<file path="src/verilog/l2_cache_pkg.sv">
package l2_cache_pkg;

	// --------------------------------------------------
	// address and data geometry
	// --------------------------------------------------
	localparam int WORD_ADDR_W     = 24;                     // main memory word address
	localparam int BLOCK_W         = 2;                      // word offset inside a block
	localparam int WORDS_PER_BLOCK = 2 ** BLOCK_W;           // four words per block
	localparam int CACHE_LINES     = 8;                      // fully associative, no sets
	localparam int LINE_W          = $clog2(CACHE_LINES);    // line index width
	localparam int TAG_W           = WORD_ADDR_W - BLOCK_W;  // whole block address is the tag
	localparam int CMEM_ADDR_W     = LINE_W + BLOCK_W;       // {line, word} into cache data memory
	localparam int DATA_W          = 32;

	// value of the word counter on the last word of a block
	localparam logic [BLOCK_W:0] LAST_WORD = (BLOCK_W + 1)'(WORDS_PER_BLOCK - 1);

	// --------------------------------------------------
	// access sequencer states
	// --------------------------------------------------
	typedef enum logic [3:0] {
		NORMAL,         // idle, look up the L1 request in the CAM
		HIT_TO_L1,      // read hit, stream the line out to L1
		HIT_FROM_L1,    // write hit, take the block from L1
		WAIT_FILL_CMD,  // victim pointer moves, fill read goes out
		VICTIM,         // check the dirty bit of the chosen line
		WRITE_BUFFER,   // copy a dirty victim into the write buffer
		FILL_MEM,       // read miss, block comes in from the read buffer
		FILL_L1,        // write miss, block comes straight from L1
		TAG_WAIT        // tag write needs one extra cycle in the CAM
	} ctrl_state_t;

endpackage

</file>
<file path="src/verilog/mem_cmd_if.sv">
`timescale 1ns/1ps

// request path from the access sequencer to the memory command unit
interface mem_cmd_if import l2_cache_pkg::*; ();

	logic                   fill_req;   // level, held until fill_ack
	logic [WORD_ADDR_W-1:0] fill_addr;  // block address, word zero
	logic                   fill_ack;   // one cycle, read command has gone out
	logic                   wb_load;    // one cycle, park a writeback address
	logic [WORD_ADDR_W-1:0] wb_addr;    // old tag with word zero

	// sequencer side
	modport seq (
		output fill_req,
		output fill_addr,
		output wb_load,
		output wb_addr,
		input  fill_ack
	);

	// command unit side
	modport cmd (
		input  fill_req,
		input  fill_addr,
		input  wb_load,
		input  wb_addr,
		output fill_ack
	);

endinterface
</file>
<file path="src/verilog/l2_access_fsm.sv">
`timescale 1ns/1ps

module l2_access_fsm import l2_cache_pkg::*; (
	input  logic                   clock_i,
	input  logic                   resetn_i,
	input  logic                   enable_i,
	input  logic                   L1_req_i,
	input  logic                   L1_rw_i,             // 1: L1 writes a block back
	input  logic [TAG_W-1:0]       L1_tag_i,
	input  logic [DATA_W-1:0]      L1_data_i,
	input  logic                   L2_ready_read_i,     // L1 has a word for us
	input  logic                   L2_ready_write_i,    // L1 can take a word
	output logic                   L1_done_o,
	output logic                   L1_hit_o,
	output logic                   L1_valid_o,
	output logic                   L2_read_ack_o,
	input  logic                   cam_hit_i,
	input  logic [TAG_W-1:0]       cam_tag_i,           // tag stored at cam_addr_o
	input  logic [LINE_W-1:0]      cam_addr_i,          // line matching L1_tag_i
	output logic                   cam_wren_o,
	output logic [LINE_W-1:0]      cam_addr_o,
	input  logic [DATA_W-1:0]      cache_mem_data_i,
	output logic [CMEM_ADDR_W-1:0] cache_mem_add_o,
	output logic                   cache_mem_rw_o,
	output logic [DATA_W-1:0]      cache_mem_data_o,
	input  logic                   buffer_read_ready_i,
	input  logic [DATA_W-1:0]      buffer_data_i,
	output logic                   buffer_read_ack_o,
	input  logic                   buffer_write_ready_i,
	output logic [DATA_W-1:0]      buffer_data_o,
	output logic                   buffer_write_ack_o,
	output logic                   flag_hit_o,
	output logic                   flag_miss_o,
	output logic                   flag_writeback_o,
	output logic                   victim_adv_o,
	input  logic [LINE_W-1:0]      victim_line_i,
	input  logic                   victim_dirty_i,
	output logic                   set_dirty_o,
	output logic                   clr_dirty_o,
	output logic [LINE_W-1:0]      dirty_line_o,
	mem_cmd_if.seq                 cmd
);

	ctrl_state_t        state_q;
	logic [BLOCK_W:0]   word_cnt;    // words moved in the current block
	logic [BLOCK_W:0]   word_nxt;
	logic               last_word;
	logic               req_flag_q;  // miss pending, replay as a hit afterwards
	logic               rw_flag_q;   // registered request type
	logic               rw_now;

	assign word_nxt  = word_cnt + 1'b1;
	assign last_word = (word_cnt == LAST_WORD);
	assign rw_now    = req_flag_q ? rw_flag_q : L1_rw_i;  // replay keeps the stored type

	always_ff @(posedge clock_i) begin
		if (!resetn_i) begin
			state_q            <= NORMAL;
			word_cnt           <= '0;
			req_flag_q         <= 1'b0;
			rw_flag_q          <= 1'b0;
			L1_done_o          <= 1'b1;  // nothing pending, L1 may issue
			L1_hit_o           <= 1'b1;
			L1_valid_o         <= 1'b0;
			L2_read_ack_o      <= 1'b0;
			cam_wren_o         <= 1'b0;
			cache_mem_rw_o     <= 1'b0;
			buffer_read_ack_o  <= 1'b0;
			buffer_write_ack_o <= 1'b0;
			flag_hit_o         <= 1'b0;
			flag_miss_o        <= 1'b0;
			flag_writeback_o   <= 1'b0;
			victim_adv_o       <= 1'b0;
			set_dirty_o        <= 1'b0;
			clr_dirty_o        <= 1'b0;
			cmd.fill_req       <= 1'b0;
			cmd.wb_load        <= 1'b0;
		end else begin
			// strobes are single cycle
			L1_valid_o         <= 1'b0;
			L2_read_ack_o      <= 1'b0;
			cam_wren_o         <= 1'b0;
			cache_mem_rw_o     <= 1'b0;
			buffer_read_ack_o  <= 1'b0;
			buffer_write_ack_o <= 1'b0;
			flag_hit_o         <= 1'b0;
			flag_miss_o        <= 1'b0;
			flag_writeback_o   <= 1'b0;
			victim_adv_o       <= 1'b0;
			set_dirty_o        <= 1'b0;
			clr_dirty_o        <= 1'b0;
			cmd.wb_load        <= 1'b0;
			if (cmd.fill_ack)
				cmd.fill_req <= 1'b0;  // handshake closes even while disabled

			if (enable_i) begin
				case (state_q)
					// --------------------------------------------------
					NORMAL: begin
						if (L1_req_i || req_flag_q) begin
							L1_done_o <= 1'b0;  // stall L1
							L1_hit_o  <= cam_hit_i;
							if (cam_hit_i) begin
								word_cnt   <= '0;
								req_flag_q <= 1'b0;
								rw_flag_q  <= rw_now;
								flag_hit_o <= !req_flag_q;  // a replayed miss is no new hit
								if (rw_now) begin
									set_dirty_o  <= 1'b1;  // L1 block now newer than memory
									dirty_line_o <= cam_addr_i;
									state_q      <= HIT_FROM_L1;
								end else begin
									state_q <= HIT_TO_L1;
								end
							end else begin
								flag_miss_o   <= 1'b1;
								victim_adv_o  <= 1'b1;
								req_flag_q    <= 1'b1;
								rw_flag_q     <= L1_rw_i;
								cmd.fill_req  <= !L1_rw_i;  // write miss needs no fetch
								cmd.fill_addr <= {L1_tag_i, {BLOCK_W{1'b0}}};
								state_q       <= WAIT_FILL_CMD;
							end
						end else begin
							L1_hit_o <= 1'b1;
						end
					end

					HIT_TO_L1: if (L2_ready_write_i) begin
						L1_valid_o      <= 1'b1;
						cache_mem_add_o <= {cam_addr_i, word_cnt[BLOCK_W-1:0]};
						word_cnt        <= last_word ? '0 : word_nxt;
						if (last_word) begin
							L1_done_o <= 1'b1;
							state_q   <= NORMAL;
						end
					end

					HIT_FROM_L1: if (L2_ready_read_i) begin
						L2_read_ack_o    <= 1'b1;  // pop the L1 transmit word
						cache_mem_rw_o   <= 1'b1;
						cache_mem_add_o  <= {cam_addr_i, word_cnt[BLOCK_W-1:0]};
						cache_mem_data_o <= L1_data_i;
						word_cnt         <= last_word ? '0 : word_nxt;
						if (last_word) begin
							L1_done_o <= 1'b1;
							state_q   <= NORMAL;
						end
					end

					// --------------------------------------------------
					// miss handling
					WAIT_FILL_CMD: if (!cmd.fill_req || cmd.fill_ack)
						state_q <= VICTIM;  // victim pointer has settled by now

					VICTIM: begin
						cam_addr_o      <= victim_line_i;  // old tag shows on cam_tag_i
						cache_mem_add_o <= {victim_line_i, {BLOCK_W{1'b0}}};
						word_cnt        <= '0;
						if (victim_dirty_i) begin
							flag_writeback_o <= 1'b1;
							state_q          <= WRITE_BUFFER;
						end else begin
							state_q <= rw_flag_q ? FILL_L1 : FILL_MEM;
						end
					end

					WRITE_BUFFER: if (buffer_write_ready_i) begin
						buffer_write_ack_o <= 1'b1;
						buffer_data_o      <= cache_mem_data_i;
						cache_mem_add_o    <= {victim_line_i, word_nxt[BLOCK_W-1:0]};  // prefetch
						word_cnt           <= last_word ? '0 : word_nxt;
						if (word_cnt == '0) begin
							cmd.wb_load <= 1'b1;
							cmd.wb_addr <= {cam_tag_i, {BLOCK_W{1'b0}}};
						end
						if (last_word) begin
							clr_dirty_o  <= 1'b1;
							dirty_line_o <= victim_line_i;
							state_q      <= rw_flag_q ? FILL_L1 : FILL_MEM;
						end
					end

					FILL_MEM: if (buffer_read_ready_i) begin
						buffer_read_ack_o <= 1'b1;
						cache_mem_rw_o    <= 1'b1;
						cache_mem_add_o   <= {victim_line_i, word_cnt[BLOCK_W-1:0]};
						cache_mem_data_o  <= buffer_data_i;
						word_cnt          <= last_word ? '0 : word_nxt;
						if (last_word) begin
							cam_wren_o <= 1'b1;  // CAM takes L1_tag_i
							cam_addr_o <= victim_line_i;
							state_q    <= TAG_WAIT;
						end
					end

					FILL_L1: if (L2_ready_read_i) begin
						L2_read_ack_o    <= 1'b1;
						cache_mem_rw_o   <= 1'b1;
						cache_mem_add_o  <= {victim_line_i, word_cnt[BLOCK_W-1:0]};
						cache_mem_data_o <= L1_data_i;
						word_cnt         <= last_word ? '0 : word_nxt;
						if (last_word) begin
							cam_wren_o   <= 1'b1;
							cam_addr_o   <= victim_line_i;
							set_dirty_o  <= 1'b1;
							dirty_line_o <= victim_line_i;
							req_flag_q   <= 1'b0;  // write already served, no replay
							L1_done_o    <= 1'b1;
							state_q      <= TAG_WAIT;
						end
					end

					TAG_WAIT: state_q <= NORMAL;

					default: state_q <= NORMAL;
				endcase
			end
		end
	end

	// --------------------------------------------------
	a_word_cnt: assert property (@(posedge clock_i) disable iff (!resetn_i)
		word_cnt <= LAST_WORD);
	// tag is written only on the cycle after the last fill word
	a_tag_after_fill: assert property (@(posedge clock_i) disable iff (!resetn_i)
		cam_wren_o |-> $past(state_q) inside {FILL_MEM, FILL_L1});

endmodule

</file>
<file path="src/verilog/l2_cache_ctrl.sv">
`timescale 1ns/1ps

module l2_cache_ctrl import l2_cache_pkg::*; (
	input  logic                   clock_i,
	input  logic                   resetn_i,
	input  logic                   enable_i,
	// L1 side
	input  logic                   L1_req_i,
	input  logic                   L1_rw_i,
	input  logic [TAG_W-1:0]       L1_tag_i,
	input  logic [DATA_W-1:0]      L1_data_i,
	input  logic                   L2_ready_read_i,
	input  logic                   L2_ready_write_i,
	output logic                   L1_done_o,
	output logic                   L1_hit_o,
	output logic                   L1_valid_o,
	output logic                   L2_read_ack_o,
	// tag CAM
	input  logic                   cam_hit_i,
	input  logic [TAG_W-1:0]       cam_tag_i,
	input  logic [LINE_W-1:0]      cam_addr_i,
	output logic                   cam_wren_o,
	output logic [LINE_W-1:0]      cam_addr_o,
	// cache data memory
	input  logic [DATA_W-1:0]      cache_mem_data_i,
	output logic [CMEM_ADDR_W-1:0] cache_mem_add_o,
	output logic                   cache_mem_rw_o,
	output logic [DATA_W-1:0]      cache_mem_data_o,
	// main memory word buffers
	input  logic                   buffer_read_ready_i,
	input  logic [DATA_W-1:0]      buffer_data_i,
	output logic                   buffer_read_ack_o,
	input  logic                   buffer_write_ready_i,
	output logic [DATA_W-1:0]      buffer_data_o,
	output logic                   buffer_write_ack_o,
	// memory command port
	input  logic                   mem_ready_i,
	output logic                   mem_req_o,
	output logic                   mem_req_block_o,
	output logic                   mem_rw_o,
	output logic [WORD_ADDR_W-1:0] mem_addr_o,
	// performance flags
	output logic                   flag_hit_o,
	output logic                   flag_miss_o,
	output logic                   flag_writeback_o
);

	// sequencer <-> victim tracker
	logic              victim_adv;
	logic [LINE_W-1:0] victim_line;
	logic              victim_dirty;
	logic              set_dirty;
	logic              clr_dirty;
	logic [LINE_W-1:0] dirty_line;

	mem_cmd_if mem_cmd_bus ();  // fill and writeback requests

	// --------------------------------------------------
	// same-named top ports connect by name
	l2_access_fsm u_seq (
		.*,
		.victim_adv_o   (victim_adv),
		.victim_line_i  (victim_line),
		.victim_dirty_i (victim_dirty),
		.set_dirty_o    (set_dirty),
		.clr_dirty_o    (clr_dirty),
		.dirty_line_o   (dirty_line),
		.cmd            (mem_cmd_bus.seq)
	);

	l2_victim_track u_victim (
		.clock_i        (clock_i),
		.resetn_i       (resetn_i),
		.victim_adv_i   (victim_adv),
		.set_dirty_i    (set_dirty),
		.clr_dirty_i    (clr_dirty),
		.dirty_line_i   (dirty_line),
		.victim_line_o  (victim_line),
		.victim_dirty_o (victim_dirty)
	);

	l2_mem_cmd u_mem_cmd (
		.*,
		.cmd            (mem_cmd_bus.cmd)
	);

endmodule

</file>
<file path="src/verilog/l2_mem_cmd.sv">
`timescale 1ns/1ps

module l2_mem_cmd import l2_cache_pkg::*; (
	input  logic                   clock_i,
	input  logic                   resetn_i,
	input  logic                   mem_ready_i,
	mem_cmd_if.cmd                 cmd,
	output logic                   mem_req_o,
	output logic                   mem_req_block_o,
	output logic                   mem_rw_o,
	output logic [WORD_ADDR_W-1:0] mem_addr_o
);

	logic                   wb_pend_q;  // one deferred block write
	logic [WORD_ADDR_W-1:0] wb_addr_q;
	logic                   fill_go;
	logic                   wb_go;

	// fill reads win, writebacks wait for an idle ready cycle
	assign fill_go = cmd.fill_req && mem_ready_i && !mem_req_o;
	assign wb_go   = wb_pend_q && mem_ready_i && !cmd.fill_req && !mem_req_o;

	always_ff @(posedge clock_i) begin
		if (!resetn_i) begin
			mem_req_o       <= 1'b0;
			mem_req_block_o <= 1'b0;
			mem_rw_o        <= 1'b0;
			cmd.fill_ack    <= 1'b0;
			wb_pend_q       <= 1'b0;
		end else begin
			mem_req_o       <= fill_go || wb_go;
			mem_req_block_o <= fill_go || wb_go;  // whole blocks only
			mem_rw_o        <= wb_go;             // 1 = block write
			cmd.fill_ack    <= fill_go;
			if (wb_go)
				wb_pend_q <= 1'b0;
			if (cmd.wb_load)
				wb_pend_q <= 1'b1;
		end
	end

	always_ff @(posedge clock_i) begin
		if (cmd.wb_load)
			wb_addr_q <= cmd.wb_addr;
		if (fill_go)
			mem_addr_o <= cmd.fill_addr;
		else if (wb_go)
			mem_addr_o <= wb_addr_q;
	end

	a_req_gap: assert property (@(posedge clock_i) disable iff (!resetn_i)
		mem_req_o |=> !mem_req_o);
	// sequencer only parks a writeback once the previous one has gone out
	a_wb_single: assert property (@(posedge clock_i) disable iff (!resetn_i)
		cmd.wb_load |-> !wb_pend_q);

endmodule

</file>
<file path="src/verilog/l2_victim_track.sv">
`timescale 1ns/1ps

module l2_victim_track import l2_cache_pkg::*; (
	input  logic              clock_i,
	input  logic              resetn_i,
	input  logic              victim_adv_i,   // pulse per miss
	input  logic              set_dirty_i,
	input  logic              clr_dirty_i,
	input  logic [LINE_W-1:0] dirty_line_i,
	output logic [LINE_W-1:0] victim_line_o,
	output logic              victim_dirty_o
);

	logic [CACHE_LINES-1:0] dirty_q;  // one bit per line

	assign victim_dirty_o = dirty_q[victim_line_o];

	// --------------------------------------------------
	// round-robin pointer and dirty bits
	always_ff @(posedge clock_i) begin
		if (!resetn_i) begin
			victim_line_o <= '1;  // first advance wraps to line zero
			dirty_q       <= '0;
		end else begin
			if (victim_adv_i)
				victim_line_o <= victim_line_o + 1'b1;
			if (set_dirty_i)
				dirty_q[dirty_line_i] <= 1'b1;
			if (clr_dirty_i)
				dirty_q[dirty_line_i] <= 1'b0;
		end
	end

	// sequencer never marks and cleans a line together
	a_set_clr: assert property (@(posedge clock_i) disable iff (!resetn_i)
		!(set_dirty_i && clr_dirty_i));

endmodule

</file>
<file path="config.mk">
export PLATFORM = sky130hd
export DESIGN_NAME = l2_cache_ctrl
export DESIGN_NICKNAME = d
export VERILOG_FILES = /design/src/verilog/l2_cache_pkg.sv /design/src/verilog/mem_cmd_if.sv /design/src/verilog/l2_access_fsm.sv /design/src/verilog/l2_cache_ctrl.sv /design/src/verilog/l2_mem_cmd.sv /design/src/verilog/l2_victim_track.sv
export SDC_FILE = /design/constraint.sdc
export NUM_CORES = 1
export LEC_CHECK = 0
export BUFFER_PORTS_ARGS = -buffer_cell sky130_fd_sc_hd__buf_2
export CORE_UTILIZATION = 50
export DETAILED_ROUTE_END_ITERATION = 10
export PLACE_DENSITY_LB_ADDON = 0.12
export SETUP_SLACK_MARGIN = 0.5
export SYNTH_ARGS = -nofsm -noshare
export SYNTH_HDL_FRONTEND = slang
export SYNTH_SLANG_ARGS = --single-unit
export TNS_END_PERCENT = 5
</file>
<file path="constraint.sdc">
create_clock -name clock_i -period 4.61 [get_ports clock_i]
set_input_delay 0.2305 -clock clock_i [delete_from_list [all_inputs] [get_ports clock_i]]
set_output_delay 0.2305 -clock clock_i [all_outputs]
set_load 0.005 [all_outputs]
</file>
==> impl_results.md <==
* Hold path cells at 2
* Clk_lat worst skew at 0.50 ns
* Unrepaired setup endpoints after global routing: no
* Peak supply drop at 295 µV
* Total wire length at 17.5 mm
* Commonest cells after routing, fill and taps aside: buf_2, edfxtp_1, dlygate4sd3_1
* Die ar. at 16000 µm²
* Largest cells by area after synthesis: edfxtp_1, dfxtp_1, mux2_1
* Clock transition at path regs at 0.06 ns
* Design area at 10800 µm²
* TritonCTS Buffers at 22
* Min-delay src: buffer_data_i[25]
* Dpl hpwl at 11.4 mm
* Pin count of the biggest net entering global routing at 36
* Leakage power at 4.25 nW
* GRT Util Overall at 21.7%
* Placed instance area at 9220 µm²
* Worst flop-to-flop path endpoint: u_seq.cmd.wb_addr[18]
* H-Tree Depth at 1
* Layout cells sized above 1 at 40.9%
* Setup TNS Final at 0 ns
* Die Span X at 126 µm
* Reg2Reg Depth at 5
* First-pass GRT wire length at 27.0 mm
* IO Pins at 264
* Distinct cells, synth at 61
* Mapped Avg Cell Area at 16.7 µm²
* Max Freq at 298 MHz
* WP data required at 4.72 ns
* Maximum fanout along the worst path at 35
* Post-Synthesis Cells at 465
* Vias in the first global route at 5421
* DRC errors left at 0
* RR Startpoint: u_seq.state_q[0]
* Top FF cell, synth: edfxtp_1
* Final setup skew at 0.0116 ns
* Final hold vios at 0
* MaxCap Viol Count at 0
* Logic depth of the worst setup path including buffers at 5
* Die height at 126 µm
* Fillers at 1023
* Power Dens Cells at 411 nW/µm²
* Via count at 5216
* Critical path arrival at 3.47 ns
* Starting DRT DRC Count at 305
* Endpoints failing setup at 0
* Initial antenna violation count at 0
* Area growth, synth to finish at 39.5%
* Tightest Pin Transition at 1.06 ns
* Most common cell after layout, fill and taps aside: buf_2
* Crit path from: u_seq.state_q[0]
* Flops & latches, synth at 202
* Rel. slew slack at 29.7%
* Yosys warns at 0
* Tcrit/Tclk final at 72.7%
* Post-synth ARST share at 0%
* Rows at 45
* Fin crit period at 3.35 ns
* Fin util at 71.4%
* Worst hold slack at 0.0138 ns
* Yosys top cell area share at 63.2%
* Core ar. at 15100 µm²
* Clock Path Buffers at 3
* Startpoint types: flop
* Post-CTS sizing at 0
* Post-Syn Area at 7750 µm²
* Sequential cell area fraction in the yosys report at 73.2%
* Post CTS Setup Buffer Count at 0
* CP delay by family, top: simple AND/OR/NAND/NOR gates
* Final net count at 979
* PortBufs at 261
* DRT Pass-1 Iters at 5
* Setup CP Type: reg2reg
* CP max stage delay at 0.92 ns
* Total grt overflow at 0
* Vias/cell at 5.09
* Hold WC Path Type: in2reg
* Gpl congestion at 0.869
* Root Driver: clkbuf_16
* Avg WL per Cell at 17.1 µm
* Crit path capture type: flop
* Initial core utilization at 51.2%
* CTS tree: built
* Cell taking the most area after synthesis: edfxtp_1
* Slew Limit Fails at 0
* Highest-delay cell along the critical path: and3b_1
* Post-synth EDFFs at 163
* Sum of buffers and inverters on the critical path at 1
* CTS Sinks at 202
* Register-to-register setup slack at 1.26 ns
* Cells along the critical path: nor2b_1 -> nand2_1 -> nor4_4 -> buf_4 -> and3b_1
* Status: complete, no violations
* Diodes inserted at 0
* Routed Antenna Nets at 0
* Hold EP: u_seq.cache_mem_data_o[25]
## metal layers
metal  global-route usage (%)  vias to the layer above  share of wire (%)
met5                        0                        -                  0
met4                     7.30                        0                2.5
met3                     5.31                       36                6.6
li1                         -                     2499                  -
met1                     26.6                     2486                 40
met2                     37.6                      195                 51
## power by group
group	internal, mW	switching [mW]	leakage, nW
Clock	1.04	0.678	0.340
Combinational	0.316	0.280	2.13
Sequential	2.05	0.0729	1.78
## cells in the mapped netlist, drive strengths merged (3+ instances only)
library cell,n
nor4,8
a31oi,4
nor3,5
a21oi,8
edfxtp,163
nor2,21
o22ai,3
clkbuf,6
nor3b,3
dfxtp,39
buf,15
nor2b,7
nand2b,9
nand3,6
nand2,20
and3b,3
mux2i,10
ha,3
o221a,6
inv,9
and2,4
o21ai,12
or3,3
o21a,3
mux2,60
## kinds of logic (layout without fill, tap and decap cells)
group / after synthesis / count (layout) / synth area share [%]
AOI/OAI and AO/OA: 51 / 51 / 5.23
xor gates and xnor gates: 3 / 3 / 0.339
adders and majority gates: 3 / 3 / 0.484
buffers and inverters: 30 / 401 / 2.03
DFF: 202 / 202 / 73.2
muxes: 71 / 71 / 10.3
other: 1 / 2 / 0.0484
and+or+nand+nor: 104 / 104 / 8.32
## flip-flops by register name (all words and copies together) (netlist names), 3 cells and up
register / flops
u_seq.dirty_line_o: 3
u_seq.cam_addr_o: 3
u_seq.word_cnt: 3
u_seq.state_q: 4
u_mem_cmd.wb_addr_q: 22
u_seq.cache_mem_add_o: 5
u_seq.cache_mem_data_o: 32
u_seq.cmd.wb_addr: 22
u_seq.buffer_data_o: 32
u_victim.dirty_q: 8
u_seq.cmd.fill_addr: 22
u_mem_cmd.mem_addr_o: 22
u_victim.victim_line_o: 3
## how the worst max path moves through the flow
stage	endpoint	slack, ns
after global placement	u_seq.cmd.wb_addr[3]	1.33
after global routing	u_seq.cmd.wb_addr[18]	0.93
after floorplan	u_seq.cmd.wb_addr[10]	0.59
after CTS	u_seq.cmd.wb_addr[18]	1.18
after detailed placement	u_seq.cmd.wb_addr[7]	1.20
final	u_seq.cmd.wb_addr[18]	1.26
## worst register-to-register path, cell delays in order, from the launching register on
cell	delay (ns)
dfxtp_1	0.87
nor2b_1	0.26
nand2_1	0.21
nor4_4	0.28
buf_4	0.42
and3b_1	0.92
## per-stage QoR
stage | setup slack [ns] | power [mW] | cells
floorplan | 0.590 | 2.52 | 466
global placement | 1.33 | 2.68 | 898
detailed placement | 1.20 | 2.69 | 898
CTS | 1.18 | 4.48 | 1025
global route | 0.932 | 4.61 | 1025
finish | 1.26 | 4.44 | 1025
## area by class of cell
| cell class | count | area (µm²) | area share, % |
|---|---|---|---|
| clock buffer | 27 | 569 | 5.27 |
| clock inverter | 12 | 141 | 1.31 |
| inverter | 9 | 33.8 | 0.313 |
| timing repair buffer | 353 | 2220 | 20.5 |
| tap | 188 | 235 | 2.18 |
| multi-input combinational | 234 | 1940 | 17.9 |
| sequential | 202 | 5680 | 52.5 |
## repair_timing
item                                    in CTS  in global routing
hold buffers                                88                  0
endpoints found under the hold margin       86                  0
endpoints found under the setup margin       0                  0
Power figures use the tool's default switching activity.
